`src/bif_cfg.svh`:
```
// Fixed bus interface widths, included by the packages and RTL before any width is used
`ifndef BIF_CFG_SVH
`define BIF_CFG_SVH

// Physical page number, upper address bits
`define BIF_PAGE_W 14

// Word offset inside a page
`define BIF_OFFS_W 10

// CPU and memory data word
`define BIF_DATA_W 16

// Local bus, page plus offset
`define BIF_LBD_W 24

// Unused upper bits when a data word rides the local bus
`define BIF_PAD_W (`BIF_LBD_W - `BIF_DATA_W)

`endif

```
`src/bif_bus_pkg.sv`:
```
// Local bus word types, imported by the ports, arbiter and error registers
`include "bif_cfg.svh"

package bif_bus_pkg;

  // Address view of a local bus word
  typedef struct packed {
    logic [`BIF_PAGE_W-1:0] page;  // Physical page number
    logic [`BIF_OFFS_W-1:0] offs;  // Word offset in page
  } lbd_addr_t;

  // Data view of a local bus word
  typedef struct packed {
    logic [`BIF_PAD_W-1:0]  pad;   // Zero on writes
    logic [`BIF_DATA_W-1:0] data;  // Data word
  } lbd_data_t;

  // One local bus word, decoded as address or as data
  typedef union packed {
    lbd_addr_t addr;  // Used by PEA and address phase
    lbd_data_t dat;   // Used by ports for data
  } lbd_word_u;

endpackage

```
`src/bif_ctl_pkg.sv`:
```
// Control types for bus ownership, arbiter states and PES status, imported where needed
`include "bif_cfg.svh"

package bif_ctl_pkg;

  // Local bus owner
  typedef enum logic {
    owner_cpu = 1'b0,
    owner_ext = 1'b1
  } owner_e;

  // Arbiter and memory handshake states
  typedef enum logic [1:0] {
    arb_idle    = 2'd0,  // Waiting for a peer request
    arb_mreq    = 2'd1,  // mem_req high, waiting for mem_ack
    arb_ack     = 2'd2,  // Owner ack raised
    arb_release = 2'd3   // Waiting for owner req and mem_ack low
  } arb_state_e;

  // Parity error status word, read on IDB
  typedef struct packed {
    logic                     valid;    // Error recorded
    owner_e                   owner;    // Failing owner
    logic                     write;    // Failing cycle was a write
    logic                     overrun;  // Later error before clear
    logic [`BIF_DATA_W-5:0]   zero;     // Reads as zero
  } pes_t;

endpackage

```
`src/bif_cpu_port.sv`:
```
// CPU side of the bus interface, latches a CPU request and returns read data on cpu_rdata
`timescale 1ns/1ps
`include "bif_cfg.svh"

module bif_cpu_port
  import bif_bus_pkg::*;
(
  input  logic                   clkbd,
  input  logic                   rst_n,
  input  logic                   cpu_req,     // Four-phase request from CPU
  input  logic                   cpu_write,   // 1 = write cycle
  input  logic [`BIF_PAGE_W-1:0] cpu_ppn,     // Physical page number
  input  logic [`BIF_OFFS_W-1:0] cpu_ca,      // Word offset
  input  logic [`BIF_DATA_W-1:0] cpu_wdata,
  input  logic                   grant_ack,   // Arbiter done for this port
  input  lbd_word_u              rdata,       // Shared read word from arbiter
  output logic                   cpu_ack,
  output logic [`BIF_DATA_W-1:0] cpu_rdata,
  output logic                   port_req,    // Request to arbiter
  output logic                   port_write,
  output lbd_word_u              port_addr,   // Address view filled
  output lbd_word_u              port_wdata   // Data view filled
);

  localparam logic [1:0] st_idle  = 2'd0;  // Waiting for cpu_req
  localparam logic [1:0] st_latch = 2'd1;  // Request latched
  localparam logic [1:0] st_req   = 2'd2;  // Waiting for arbiter ack
  localparam logic [1:0] st_ack   = 2'd3;  // cpu_ack high

  logic [1:0] st_q;

  always_ff @(posedge clkbd or negedge rst_n) begin
    if (!rst_n) begin
      st_q       <= st_idle;
      port_req   <= 1'b0;
      port_write <= 1'b0;
      cpu_ack    <= 1'b0;
    end else begin
      case (st_q)
        st_idle: if (cpu_req) begin
          port_write <= cpu_write;  // Held for the whole cycle
          st_q       <= st_latch;
        end
        st_latch: begin
          port_req <= 1'b1;  // One cycle after latch
          st_q     <= st_req;
        end
        st_req: if (grant_ack) begin
          port_req <= 1'b0;
          cpu_ack  <= 1'b1;
          st_q     <= st_ack;
        end
        default: if (!cpu_req && !grant_ack) begin
          // Arbiter ack also low so a new cycle starts clean
          cpu_ack <= 1'b0;
          st_q    <= st_idle;
        end
      endcase
    end
  end

  // Address and data payload, PPN joined with offset
  always_ff @(posedge clkbd) begin
    if (st_q == st_idle && cpu_req) begin
      port_addr.addr.page <= cpu_ppn;
      port_addr.addr.offs <= cpu_ca;
      port_wdata.dat.pad  <= '0;
      port_wdata.dat.data <= cpu_wdata;
    end
  end

  // Read data held until the next cycle completes
  always_ff @(posedge clkbd) begin
    if (st_q == st_req && grant_ack) begin
      cpu_rdata <= rdata.dat.data;
    end
  end

endmodule

```
`src/bif_ext_port.sv`:
```
// External bus side of the interface, converts the inverted multiplexed bus to local bus words
`timescale 1ns/1ps
`include "bif_cfg.svh"

module bif_ext_port
  import bif_bus_pkg::*;
(
  input  logic                  clkbd,
  input  logic                  rst_n,
  input  logic                  bus_dap_n,   // Address present strobe
  input  logic                  bus_req,     // Four-phase request
  input  logic                  bus_write,   // 1 = write cycle
  input  logic [`BIF_LBD_W-1:0] bd_in_n,     // Inverted address or data
  input  logic                  grant_ack,   // Arbiter done for this port
  input  lbd_word_u             rdata,       // Shared read word from arbiter
  output logic                  bus_ack,
  output logic [`BIF_LBD_W-1:0] bd_out_n,    // Inverted read data
  output logic                  port_req,    // Request to arbiter
  output logic                  port_write,
  output lbd_word_u             port_addr,
  output lbd_word_u             port_wdata
);

  localparam logic [1:0] st_idle  = 2'd0;  // Waiting for bus_req
  localparam logic [1:0] st_latch = 2'd1;  // Data latched
  localparam logic [1:0] st_req   = 2'd2;  // Waiting for arbiter ack
  localparam logic [1:0] st_ack   = 2'd3;  // bus_ack high

  logic [1:0] st_q;
  lbd_word_u  bd_in;    // True polarity bus word
  lbd_data_t  rd_q;     // Read word for the bus

  assign bd_in = ~bd_in_n;

  always_ff @(posedge clkbd or negedge rst_n) begin
    if (!rst_n) begin
      st_q       <= st_idle;
      port_req   <= 1'b0;
      port_write <= 1'b0;
      bus_ack    <= 1'b0;
    end else begin
      case (st_q)
        st_idle: if (bus_req) begin
          port_write <= bus_write;
          st_q       <= st_latch;
        end
        st_latch: begin
          port_req <= 1'b1;
          st_q     <= st_req;
        end
        st_req: if (grant_ack) begin
          port_req <= 1'b0;
          bus_ack  <= 1'b1;
          st_q     <= st_ack;
        end
        default: if (!bus_req && !grant_ack) begin
          bus_ack <= 1'b0;
          st_q    <= st_idle;
        end
      endcase
    end
  end

  // Address phase, only between cycles
  always_ff @(posedge clkbd) begin
    if (st_q == st_idle && !bus_dap_n) begin
      port_addr <= bd_in;
    end
  end

  // Write data from low bits at the request
  always_ff @(posedge clkbd) begin
    if (st_q == st_idle && bus_req) begin
      port_wdata.dat.pad  <= '0;
      port_wdata.dat.data <= bd_in.dat.data;
    end
  end

  always_ff @(posedge clkbd) begin
    if (st_q == st_req && grant_ack) begin
      rd_q.pad  <= '0;
      rd_q.data <= rdata.dat.data;
    end
  end

  // Bus released (all ones) except during a read ack
  assign bd_out_n = (bus_ack && !port_write) ? ~rd_q : '1;

endmodule

```
`src/bif_lbd_arbiter.sv`:
```
// Round-robin local bus arbiter, muxes the granted peer onto the bus and runs the memory handshake
`timescale 1ns/1ps
`include "bif_cfg.svh"

module bif_lbd_arbiter
  import bif_bus_pkg::*;
  import bif_ctl_pkg::*;
(
  input  logic                  clkbd,
  input  logic                  rst_n,
  input  logic                  cpu_req,
  input  logic                  cpu_write,
  input  lbd_word_u             cpu_addr,
  input  lbd_word_u             cpu_wdata,
  input  logic                  ext_req,
  input  logic                  ext_write,
  input  lbd_word_u             ext_addr,
  input  lbd_word_u             ext_wdata,
  input  logic                  mem_ack,        // Memory four-phase ack
  input  lbd_word_u             mem_rdata,
  input  logic                  mem_err,        // Valid with mem_ack
  output logic                  cpu_grant_ack,
  output logic                  ext_grant_ack,
  output lbd_word_u             rdata,          // Captured at mem_ack
  output logic                  mem_req,
  output logic                  mem_write,
  output lbd_word_u             lbd_addr,
  output lbd_word_u             lbd_wdata,
  output logic                  err_strobe,     // One cycle per failing access
  output owner_e                err_owner,
  output logic                  err_write,
  output lbd_word_u             err_addr
);

  arb_state_e state_q;
  owner_e     owner_q;     // Current owner
  owner_e     last_q;      // Last granted owner
  owner_e     win;         // Winner in idle
  logic       any_req;
  logic       owner_req;   // Request line of current owner
  logic       grant_q;     // Ack to current owner

  assign any_req = cpu_req | ext_req;

  // Collision goes to the peer that was not last owner
  always_comb begin
    if (cpu_req && ext_req) begin
      win = (last_q == owner_ext) ? owner_cpu : owner_ext;
    end else if (cpu_req) begin
      win = owner_cpu;
    end else begin
      win = owner_ext;
    end
  end

  assign owner_req = (owner_q == owner_cpu) ? cpu_req : ext_req;

  always_ff @(posedge clkbd or negedge rst_n) begin
    if (!rst_n) begin
      state_q    <= arb_idle;
      owner_q    <= owner_cpu;
      last_q     <= owner_ext;  // CPU wins the first collision
      grant_q    <= 1'b0;
      mem_req    <= 1'b0;
      mem_write  <= 1'b0;
      err_strobe <= 1'b0;
    end else begin
      err_strobe <= 1'b0;  // Pulse only
      case (state_q)
        arb_idle: if (any_req) begin
          owner_q   <= win;
          last_q    <= win;
          mem_write <= (win == owner_cpu) ? cpu_write : ext_write;
          mem_req   <= 1'b1;
          state_q   <= arb_mreq;
        end
        arb_mreq: if (mem_ack) begin
          mem_req    <= 1'b0;
          grant_q    <= 1'b1;
          err_strobe <= mem_err;
          state_q    <= arb_ack;
        end
        arb_ack: state_q <= arb_release;
        default: if (!owner_req && !mem_ack) begin
          // Both handshakes back to rest
          grant_q <= 1'b0;
          state_q <= arb_idle;
        end
      endcase
    end
  end

  // Winner's words held on the local bus for the cycle
  always_ff @(posedge clkbd) begin
    if (state_q == arb_idle && any_req) begin
      lbd_addr  <= (win == owner_cpu) ? cpu_addr : ext_addr;
      lbd_wdata <= (win == owner_cpu) ? cpu_wdata : ext_wdata;
    end
  end

  always_ff @(posedge clkbd) begin
    if (state_q == arb_mreq && mem_ack) begin
      rdata <= mem_rdata;
    end
  end

  assign cpu_grant_ack = grant_q && (owner_q == owner_cpu);
  assign ext_grant_ack = grant_q && (owner_q == owner_ext);

  // Error details stay stable until the next grant
  assign err_owner = owner_q;
  assign err_write = mem_write;
  assign err_addr  = lbd_addr;

endmodule

```
`src/bif_err_regs.sv`:
```
// PES and PEA parity error registers, captured on err_strobe and read on the internal data bus
`timescale 1ns/1ps
`include "bif_cfg.svh"

module bif_err_regs
  import bif_bus_pkg::*;
  import bif_ctl_pkg::*;
(
  input  logic                   clkbd,
  input  logic                   rst_n,
  input  logic                   err_strobe,  // Memory error seen
  input  owner_e                 err_owner,
  input  logic                   err_write,
  input  lbd_word_u              err_addr,    // Decoded as page and offset
  input  logic [1:0]             err_sel,     // IDB field select
  input  logic                   err_clr,     // Clears PES and PEA
  output logic [`BIF_DATA_W-1:0] idb
);

  pes_t      pes_q;  // Status
  lbd_word_u pea_q;  // Failing address

  always_ff @(posedge clkbd or negedge rst_n) begin
    if (!rst_n) begin
      pes_q <= '0;
      pea_q <= '0;
    end else if (err_clr) begin
      pes_q <= '0;
      pea_q <= '0;
    end else if (err_strobe) begin
      if (!pes_q.valid) begin
        // First error, full capture
        pes_q.valid   <= 1'b1;
        pes_q.owner   <= err_owner;
        pes_q.write   <= err_write;
        pes_q.overrun <= 1'b0;
        pes_q.zero    <= '0;
        pea_q         <= err_addr;
      end else begin
        pes_q.overrun <= 1'b1;  // PEA keeps first address
      end
    end
  end

  always_comb begin
    case (err_sel)
      2'd0:    idb = pes_q;
      2'd1:    idb = `BIF_DATA_W'(pea_q.addr.page);  // Zero extended
      2'd2:    idb = `BIF_DATA_W'(pea_q.addr.offs);
      default: idb = '0;
    endcase
  end

endmodule

```
`src/bif_dpath.sv`:
```
// Bus interface data path top, joins CPU and external ports to local memory through the arbiter
`timescale 1ns/1ps
`include "bif_cfg.svh"

module bif_dpath
  import bif_bus_pkg::*;
  import bif_ctl_pkg::*;
(
  input  logic                   clkbd,
  input  logic                   rst_n,
  input  logic                   cpu_req,
  input  logic                   cpu_write,
  input  logic [`BIF_PAGE_W-1:0] cpu_ppn,
  input  logic [`BIF_OFFS_W-1:0] cpu_ca,
  input  logic [`BIF_DATA_W-1:0] cpu_wdata,
  output logic                   cpu_ack,
  output logic [`BIF_DATA_W-1:0] cpu_rdata,
  input  logic                   bus_dap_n,
  input  logic                   bus_req,
  input  logic                   bus_write,
  input  logic [`BIF_LBD_W-1:0]  bd_in_n,
  output logic                   bus_ack,
  output logic [`BIF_LBD_W-1:0]  bd_out_n,
  output logic                   mem_req,
  output logic                   mem_write,
  output logic [`BIF_LBD_W-1:0]  lbd_addr,
  output logic [`BIF_LBD_W-1:0]  lbd_wdata,
  input  logic                   mem_ack,
  input  logic [`BIF_LBD_W-1:0]  mem_rdata,
  input  logic                   mem_err,
  input  logic [1:0]             err_sel,
  input  logic                   err_clr,
  output logic [`BIF_DATA_W-1:0] idb
);

  logic      cpu_port_req, cpu_port_write, cpu_grant_ack;  // CPU port to arbiter
  lbd_word_u cpu_port_addr, cpu_port_wdata;
  logic      ext_port_req, ext_port_write, ext_grant_ack;  // External port to arbiter
  lbd_word_u ext_port_addr, ext_port_wdata;
  lbd_word_u rdata;                                        // Shared read word
  logic      err_strobe, err_write;
  owner_e    err_owner;
  lbd_word_u err_addr;

  bif_cpu_port i_cpu_port (
    .clkbd      (clkbd),
    .rst_n      (rst_n),
    .cpu_req    (cpu_req),
    .cpu_write  (cpu_write),
    .cpu_ppn    (cpu_ppn),
    .cpu_ca     (cpu_ca),
    .cpu_wdata  (cpu_wdata),
    .grant_ack  (cpu_grant_ack),
    .rdata      (rdata),
    .cpu_ack    (cpu_ack),
    .cpu_rdata  (cpu_rdata),
    .port_req   (cpu_port_req),
    .port_write (cpu_port_write),
    .port_addr  (cpu_port_addr),
    .port_wdata (cpu_port_wdata)
  );

  bif_ext_port i_ext_port (
    .clkbd      (clkbd),
    .rst_n      (rst_n),
    .bus_dap_n  (bus_dap_n),
    .bus_req    (bus_req),
    .bus_write  (bus_write),
    .bd_in_n    (bd_in_n),
    .grant_ack  (ext_grant_ack),
    .rdata      (rdata),
    .bus_ack    (bus_ack),
    .bd_out_n   (bd_out_n),
    .port_req   (ext_port_req),
    .port_write (ext_port_write),
    .port_addr  (ext_port_addr),
    .port_wdata (ext_port_wdata)
  );

  bif_lbd_arbiter i_arbiter (
    .clkbd         (clkbd),
    .rst_n         (rst_n),
    .cpu_req       (cpu_port_req),
    .cpu_write     (cpu_port_write),
    .cpu_addr      (cpu_port_addr),
    .cpu_wdata     (cpu_port_wdata),
    .ext_req       (ext_port_req),
    .ext_write     (ext_port_write),
    .ext_addr      (ext_port_addr),
    .ext_wdata     (ext_port_wdata),
    .mem_ack       (mem_ack),
    .mem_rdata     (mem_rdata),
    .mem_err       (mem_err),
    .cpu_grant_ack (cpu_grant_ack),
    .ext_grant_ack (ext_grant_ack),
    .rdata         (rdata),
    .mem_req       (mem_req),
    .mem_write     (mem_write),
    .lbd_addr      (lbd_addr),
    .lbd_wdata     (lbd_wdata),
    .err_strobe    (err_strobe),
    .err_owner     (err_owner),
    .err_write     (err_write),
    .err_addr      (err_addr)
  );

  bif_err_regs i_err_regs (
    .clkbd      (clkbd),
    .rst_n      (rst_n),
    .err_strobe (err_strobe),
    .err_owner  (err_owner),
    .err_write  (err_write),
    .err_addr   (err_addr),
    .err_sel    (err_sel),
    .err_clr    (err_clr),
    .idb        (idb)
  );

endmodule

```
`config.mk`:
```
export PLATFORM = sky130hd
export DESIGN_NAME = bif_dpath
export DESIGN_NICKNAME = d
export VERILOG_FILES = /design/src/bif_bus_pkg.sv /design/src/bif_ctl_pkg.sv /design/src/bif_cpu_port.sv /design/src/bif_ext_port.sv /design/src/bif_lbd_arbiter.sv /design/src/bif_err_regs.sv /design/src/bif_dpath.sv
export VERILOG_INCLUDE_DIRS = /design/src /design/src/src
export SDC_FILE = /design/constraint.sdc
export NUM_CORES = 1
export LEC_CHECK = 0
export CELL_PAD_IN_SITES_DETAIL_PLACEMENT = 0
export CELL_PAD_IN_SITES_GLOBAL_PLACEMENT = 1
export CORE_UTILIZATION = 45
export CTS_CLUSTER_SIZE = 8
export DETAILED_ROUTE_END_ITERATION = 8
export DONT_BUFFER_PORTS = 1
export PLACE_DENSITY = 0.76
export SYNTH_ARGS = -nofsm -noshare
export SYNTH_HDL_FRONTEND = slang
export SYNTH_SLANG_ARGS = --single-unit
```
`constraint.sdc`:
```
create_clock -name clkbd -period 7.5 [get_ports clkbd]
set_clock_uncertainty 0.1 [all_clocks]
set_input_delay 0 -clock clkbd [delete_from_list [all_inputs] [get_ports clkbd]]
set_output_delay 0 -clock clkbd [all_outputs]
set_load 0.01 [all_outputs]
```
==> metrics.log, run 1 <==
INFO  metric core-area = 17360 µm²
INFO  metric crit_slowest_cell = nor2_4
INFO  metric io_pins = between 200 and 250
INFO  metric cp_data_arrival_time = 2.78 ns
INFO  metric finalSetupTns = 0 ns
INFO  metric dr.first_iter.drc_count = 200
INFO  metric finalWorstPathRequiredPeriod = 2.482 ns
INFO  metric grt_util_met1 = 23.22%
INFO  metric dr.pass1.iters = 6
INFO  metric place_hpwl = 10.25 mm
INFO  metric die_y = 135.6 µm
INFO  metric synth.cell_area = 8030 µm²
INFO  metric timing.critical_path.required = a little under 8 ns
INFO  metric groute.usage.overall = 19.75%
INFO  metric category_of_the_most_critical_setup_path = register to register
INFO  metric grt_start_max_net_pins = 46
INFO  metric rows = 48
INFO  metric syn-instance-count = 467
INFO  metric grt_first_pass_wirelength = about 27 mm
INFO  metric nNetsFinal = roughly 740
INFO  metric min-delay-path-class = input pin to register
INFO  metric cpMostUsedCell = inv_1
INFO  metric endpoint_kind = register
INFO  metric grt_pass1_vias = 4752
INFO  metric area_growth_syn_to_layout = 30.71%
INFO  metric cpPeakStageDelay = 0.57 ns
INFO  metric slew_headroom = 22.35%
INFO  metric post-route-period-util = between 30% and 40%
INFO  metric post_synth_main_area_contributors = edfxtp_1 (63%), dfrtp_1 (14%), mux2_2 (5.9%)
INFO  metric post-synth-top-count-cell = edfxtp_1
INFO  metric clk_path_buf_depth = 3
INFO  metric post_synth_num_cell_types = 37
INFO  metric synth_seq_area_share = 77.17%
INFO  metric outcome = completed
INFO  metric detail_route.wl_per_cell = 20.47 µm
INFO  metric flip_flop_cell_with_the_highest_count_after_synthesis = edfxtp_1
INFO  metric most_utilized_layer_in_the_global_route_result = met2
INFO  metric drive_above_1_share = roughly 14%
INFO  metric vias = 4439
INFO  metric clkSinkCount = roughly 210
INFO  metric report.power.total = 3.623 mW
INFO  metric regToRegStartpoint = i_arbiter.state_q[1]
INFO  metric worstHoldPathCells = 1
INFO  metric clock_tree.root_cell = clkbuf_16
INFO  metric yosysTopAreaCellShare = 62.82%
INFO  metric clock.fmax = about 0.4 GHz
INFO  metric power_density = 345.2 nW/µm²
INFO  metric timing.hold.worst_endpoint = i_arbiter.rdata[7]
INFO  metric drv_cap = 0
INFO  metric grt_overflow = 0
INFO  metric drc_errors_left = 0
INFO  metric crit_path_start_kind = register
INFO  metric routed_wl = 17.91 mm
INFO  metric synth_area_leader_cell = edfxtp_1
INFO  metric insertedDiodeCount = 0
INFO  metric postSynthAreaPerCell = 17.20 µm²
INFO  metric timing_worst_slew_pin_value = 1.162 ns
INFO  metric worst_skew_pair.late_latency = 0.53 ns
INFO  metric critical_path_peak_fanout = 23
INFO  metric number_of_antenna_violations_at_the_first_check_in_global_routing = 0
INFO  metric die_w = 135.6 µm
INFO  metric fill_cells = between 1k and 1.5k
INFO  metric finalSetupViolations = 0
INFO  metric final_antenna_net_count = 0
INFO  metric ys_ff_latch = 214
INFO  metric hold_viol_final = 0
INFO  metric leakage_power_summed_over_all_cells = roughly 4.0 nW
INFO  metric clkTransAtPathRegs = 0.05 ns
INFO  metric ctsHtreeMaxLevel = 1
INFO  metric irDropWorstVdd = approximately 190 µV
INFO  metric numPortBuffers = 0
INFO  metric grt_use_met3 = between 4 and 5%
INFO  metric floorplan.initialDensity = 46.27%
INFO  metric ys.warnings.count = 0
INFO  metric hp-start = mem_rdata[7]
INFO  metric synth.cells.most_frequent = edfxtp_1 (168), dfrtp_1 (45), mux2_2 (42), inv_1 (39), a22o_1 (37)
INFO  metric use_met2 = 34.38%
INFO  metric worstRegToRegCells = 6
INFO  metric reg2reg_setup_slack = roughly 5.0 ns
INFO  metric r2r-end = i_arbiter.err_owner
INFO  metric die_area = roughly 18000 µm²
INFO  metric cts_buffers = 30
INFO  metric rsz_0062_raised_after_global_routing = false
INFO  metric final_slew_violations = 0
INFO  metric post_synth_edffs = 168
INFO  metric cp_cell_sequence = inv_1 > ha_1 > inv_1 > nor2_4 > buf_4 > mux2_2
INFO  metric cts_tree = done
INFO  metric async_flop_share = 21.50%
INFO  metric vias_per_cell = 5.073
INFO  metric place.gp.congestion = 0.7394
[timing repair]
action	CTS	global route
hold buffers	137	1
resized for setup	0	0
setup buffers	0	0
endpoints found under the hold margin	211	1
[placed cells by master, fill, tap and decap left out, types with 15 or more instances in the layout]
| cell type | instances |
|---|---|
| a22o_1 | 37 |
| clkbuf_16 | 30 |
| clkbuf_1 | 24 |
| mux2_2 | 42 |
| dfrtp_1 | 45 |
| dlygate4sd3_1 | 136 |
| inv_1 | 39 |
| nor2_1 | 15 |
| nand2_1 | 22 |
| edfxtp_1 | 168 |
| conb_1 | 16 |
[stage by stage]
| step | setup slack [ns] | utilization (%) | instances | hold WS, ns | area, µm² |
|---|---|---|---|---|---|
| 3_5_place_dp | 4.959 | 47.30 | 681 | -0.3942 | 8209 |
| 3_3_place_gp | 5.016 | 47.30 | 681 | -0.3944 | 8209 |
| 6_report | 5.018 | 60.47 | 875 | 0.008947 | 10500 |
| 2_1_floorplan | 4.210 | - | 481 | -0.3956 | 8083 |
| 4_1_cts | 4.958 | 60.42 | 874 | 0.0006152 | 10490 |
| 5_1_grt | 4.783 | 60.47 | 875 | 0.003866 | 10500 |
[per-layer routing]
| layer | part of all wire (%) | vias up |
|---|---|---|
| met5 | 0 | - |
| met4 | 3.6 | 0 |
| met3 | 5.5 | 40 |
| met2 | 51 | 161 |
| met1 | 39 | 2214 |
| li1 | - | 2024 |
[sequential cells by signal, indices dropped and copies added, names as in the netlist, 24 cells and up]
register	count
i_arbiter.err_addr	24
i_cpu_port.port_addr	24
i_err_regs.pea_q	24
i_ext_port.port_addr	24
[critical path, delay by kind of cell (launching register included)]
kind                     cells  cell delay [ns]
buffers and inverters        3             0.66
AND/OR/NAND/NOR              1             0.57
multiplexers                 1             0.37
adder cells (fa/ha/maj)      1             0.23
flip-flops                   1             0.41
[report_power, final]
group | leakage [nW] | internal [mW] | switching, mW
logic | 1.42 | 0.288 | 0.370
clock network | 0.412 | 0.756 | 0.467
registers | 2.14 | 1.57 | 0.174
total | 3.97 | 2.61 | 1.01
[worst max path at each step]
stage	end	start	slack (ns)
after floorplan	i_arbiter.err_owner	i_arbiter.state_q[0]	4.21
after CTS	i_arbiter.err_owner	i_arbiter.state_q[0]	4.96
after global placement	i_arbiter.err_owner	i_arbiter.state_q[0]	5.02
final	i_arbiter.err_owner	i_arbiter.state_q[1]	5.02
after detailed placement	i_arbiter.err_owner	i_arbiter.state_q[0]	4.96
after global routing	i_arbiter.err_owner	i_arbiter.state_q[1]	4.78
[final cells by class]
type | instances | area, µm² | share of cell area, %
Clock buffer | 55 | 854.6 | 8.142
Clock inverter | 1 | 16.27 | 0.1550
Inverter | 39 | 146.4 | 1.395
Multi-Input combinational cell | 199 | 1554 | 14.81
Sequential cell | 214 | 6197 | 59.04
Tap cell | 225 | 281.5 | 2.682
Timing Repair Buffer | 142 | 1446 | 13.78
[cells by family (layout without fill, tap and decap cells)]
logic type / count (synthesis) / after routing / synth area share [%]
buffers and inverters: 68 / 237 / 4.347
AOI/OAI and AO/OA: 66 / 66 / 6.389
adders and majority gates: 11 / 11 / 1.714
DFF: 214 / 214 / 77.17
and+or+nand+nor: 56 / 56 / 3.334
muxes: 50 / 50 / 6.949
other: 2 / 16 / 0.09352
(Power assumes the default switching activity.)
==> run 2: changes to the inputs <==
==> constraint.sdc (replaced) <==
create_clock -name clkbd -period 2.5 [get_ports clkbd]
set_clock_uncertainty 0.1 [all_clocks]
set_input_delay 0 -clock clkbd [delete_from_list [all_inputs] [get_ports clkbd]]
set_output_delay 0 -clock clkbd [all_outputs]
set_load 0.01 [all_outputs]
==> run 2 against run 1 <==
  * Worst hold slack gained 0.0077 ns
  * Clock-buffer cell count stayed put
  * Register-to-register slack got worse by 4.5 ns
  * Clock power rose to 3.0 times the previous value
  * Maximum frequency is 25% higher
  * Combinational power rose to 3.2 times the previous value
  * Utilization up 1.1 points
  * Critical endpoint is now i_ext_port.port_write
  * Largest cell class unchanged
  * Largest power group unchanged
==> metrics.log, run 2 (synthesized netlist as in run 1, its figures left out) <==
INFO  metric worst_skew_pair.late_latency = 0.54 ns (was 0.53 ns)
INFO  metric rsz_0062_raised_after_global_routing = false (unchanged)
INFO  metric regToRegStartpoint = i_ext_port.st_q[0] (was i_arbiter.state_q[1])
INFO  metric grt_pass1_vias = 4814 (was 4752)
INFO  metric vias_per_cell = 5.058 (was 5.073)
INFO  metric numPortBuffers = 0 (unchanged)
INFO  metric cp_data_arrival_time = 2.30 ns (was 2.78 ns)
INFO  metric cts_tree = done (unchanged)
INFO  metric crit_slowest_cell = dlygate4sd3_1 (was nor2_4)
INFO  metric worst_setup_path_startpoint = i_ext_port.st_q[0] (was i_arbiter.state_q[1])
INFO  metric drive_above_1_share = 14.56% (was 13.54%)
INFO  metric nNetsFinal = 753 (was 737)
INFO  metric clkSinkCount = 214 (unchanged)
INFO  metric grt_first_pass_wirelength = 26.90 mm (unchanged)
INFO  metric drc_errors_left = 0 (unchanged)
INFO  metric power_density = 1029 nW/µm² (was 345.2 nW/µm²)
INFO  metric area_growth_syn_to_layout = 33.16% (was 30.71%)
INFO  metric mostFrequentLayoutCells = edfxtp_1 (168), dlygate4sd3_1 (143), dfrtp_1 (45), mux2_2 (42), inv_1 (39) (was edfxtp_1 (168), dlygate4sd3_1 (136), dfrtp_1 (45), mux2_2 (42), inv_1 (39))
INFO  metric floorplan.initialDensity = 46.27% (unchanged)
INFO  metric leakage_power_summed_over_all_cells = 4.060 nW (was 3.970 nW)
INFO  metric finalSetupTns = 0 ns (unchanged)
INFO  metric rows = 48 (unchanged)
INFO  metric dr.pass1.iters = 4 (was 6)
INFO  metric finalSetupViolations = 0 (unchanged)
INFO  metric dr.first_iter.drc_count = 202 (was 200)
INFO  metric routed_wl = 17.91 mm (about the same)
INFO  metric cpPeakStageDelay = 0.56 ns (was 0.57 ns)
INFO  metric endpoint_kind = register (unchanged)
INFO  metric hold_viol_final = 0 (unchanged)
INFO  metric slew_headroom = 35.14% (was 22.35%)
INFO  metric grt_start_max_net_pins = 46 (unchanged)
INFO  metric final_slew_violations = 0 (unchanged)
INFO  metric comb_power_share = 18.9% (was 18.2%)
INFO  metric detail_route.wl_per_cell = 20.08 µm (was 20.47 µm)
INFO  metric clkTransAtPathRegs = 0.05 ns (about the same)
INFO  metric grt_util_met1 = 22.83% (was 23.22%)
INFO  metric die_y = 135.6 µm (unchanged)
INFO  metric mostFrequentLayoutCell = edfxtp_1 (unchanged)
INFO  metric place.gp.congestion = 0.7287 (was 0.7394)
INFO  metric cts.repair.resized = 0 (unchanged)
INFO  metric finalHoldWorstSlack = 0.01669 ns (was 0.008947 ns)
INFO  metric crit_family = buffers and inverters (unchanged)
INFO  metric timing.critical_path.required = 2.81 ns (was 7.80 ns)
INFO  metric share_of_power_burned_in_registers = 47.3% (was 48.1%)
INFO  metric clock_power_share = 33.8% (about the same)
INFO  metric die_area = 18380 µm² (unchanged)
INFO  metric category_of_the_most_critical_setup_path = register to register (unchanged)
INFO  metric clk_path_buf_depth = 3 (unchanged)
INFO  metric core-area = 17360 µm² (unchanged)
INFO  metric outcome = completed (unchanged)
INFO  metric post-route-period-util = 79.66% (was 33.09%)
INFO  metric vias = 4512 (was 4439)
INFO  metric drv_cap = 0 (unchanged)
INFO  metric hp-start = mem_rdata[0] (was mem_rdata[7])
INFO  metric clock.fmax = 0.5021 GHz (was 0.4029 GHz)
INFO  metric ctsHtreeMaxLevel = 1 (unchanged)
INFO  metric switchingPower = 3.069 mW (was 1.011 mW)
INFO  metric p_sw_share = 27.90% (was 27.91%)
INFO  metric finalWorstPathRequiredPeriod = 1.992 ns (was 2.482 ns)
INFO  metric p_int = 7.932 mW (was 2.612 mW)
INFO  metric grt_use_met3 = 4.265% (was 4.377%)
INFO  metric crit_path_start_kind = register (unchanged)
INFO  metric clock_tree.root_cell = clkbuf_16 (unchanged)
INFO  metric die_w = 135.6 µm (unchanged)
INFO  metric irDropWorstVdd = 628.5 µV (was 193.0 µV)
INFO  metric critical_path_peak_fanout = 6 (was 23)
INFO  metric use_met2 = 34.69% (was 34.38%)
INFO  metric timing_worst_slew_pin_value = 0.9709 ns (was 1.162 ns)
INFO  metric grt_overflow = 0 (unchanged)
INFO  metric place_hpwl = 10.26 mm (was 10.25 mm)
INFO  metric io_pins = 208 (unchanged)
INFO  metric min-delay-path-class = input pin to register (unchanged)
INFO  metric cts_buffers = 30 (unchanged)
INFO  metric report.power.total = 11.00 mW (was 3.623 mW)
INFO  metric most_utilized_layer_in_the_global_route_result = met2 (unchanged)
INFO  metric final_antenna_net_count = 0 (unchanged)
INFO  metric cp_cell_sequence = inv_1 > ha_1 > nand2_1 > mux2_2 > dlygate4sd3_1 (was inv_1 > ha_1 > inv_1 > nor2_4 > buf_4 > mux2_2)
INFO  metric critical_path.n_buffers_inverters = 2 (was 3)
INFO  metric groute.usage.overall = 19.59% (was 19.75%)
INFO  metric number_of_antenna_violations_at_the_first_check_in_global_routing = 1 (was 0)
run 2: final cells by class:
| type | instances | area [µm²] |
|---|---|---|
| fillers | 1234 | 6664 |
| flip-flops and latches | 214 | 6197 |
| repair buffers | 158 | 1622 |
| multi-input cells | 199 | 1559 |
| clock buffers | 55 | 854.6 |
| well taps | 225 | 281.5 |
| inverters | 39 | 146.4 |
| clock inverters | 1 | 30.03 |
| diodes | 1 | 2.502 |
run 2: power by group through the flow:
stage / sequential [mW] / combinational [mW] / clock, mW
CTS: 5.20 / 2.08 / 3.79
global route: 5.27 / 2.28 / 3.93
finish: 5.21 / 2.08 / 3.72
global placement: 5.24 / 1.77 / 0
floorplan: 5.09 / 1.45 / 0
detailed placement: 5.27 / 1.85 / 0
run 2: metrics by stage:
stage / area (µm²) / util [%] / setup slack [ns] / std cells
final: 10690 / 61.61 / 0.5084 / 892
after global routing: 10690 / 61.61 / 0.4267 / 892
after CTS: 10650 / 61.36 / 0.5262 / 887
after detailed placement: 8319 / 47.93 / 0.6164 / 690
after global placement: 8319 / 47.93 / 0.6743 / 690
after floorplan: 8090 / - / 0.1335 / 481
run 2: path summary, 6_finish.rpt:
check / end / slack (ns) / depth (start not counted)
setup / recovery: i_ext_port.port_write / 0.51 / 5
hold / removal: i_arbiter.rdata[0] / 0.02 / 1
setup reg to reg: i_ext_port.port_write / 0.51 / 5
hold reg to reg: i_cpu_port.cpu_rdata[8] / 0.35 / 0
max in group asynchronous: i_ext_port.bus_ack / 1.53 / 4
min in group asynchronous: i_arbiter.last_q / 0.52 / 3
run 2: routing by layer:
| metal | wire, µm | up-vias |
|---|---|---|
| met4 | 609 | 0 |
| met5 | 0 | - |
| li1 | - | 2047 |
| met3 | 1033 | 46 |
| met1 | 6814 | 2238 |
| met2 | 9451 | 181 |
run 2: timing repair:
action                    CTS  global route
hold endpoints to repair  283             4
hold buffers              141             4
buffers inserted            0             0
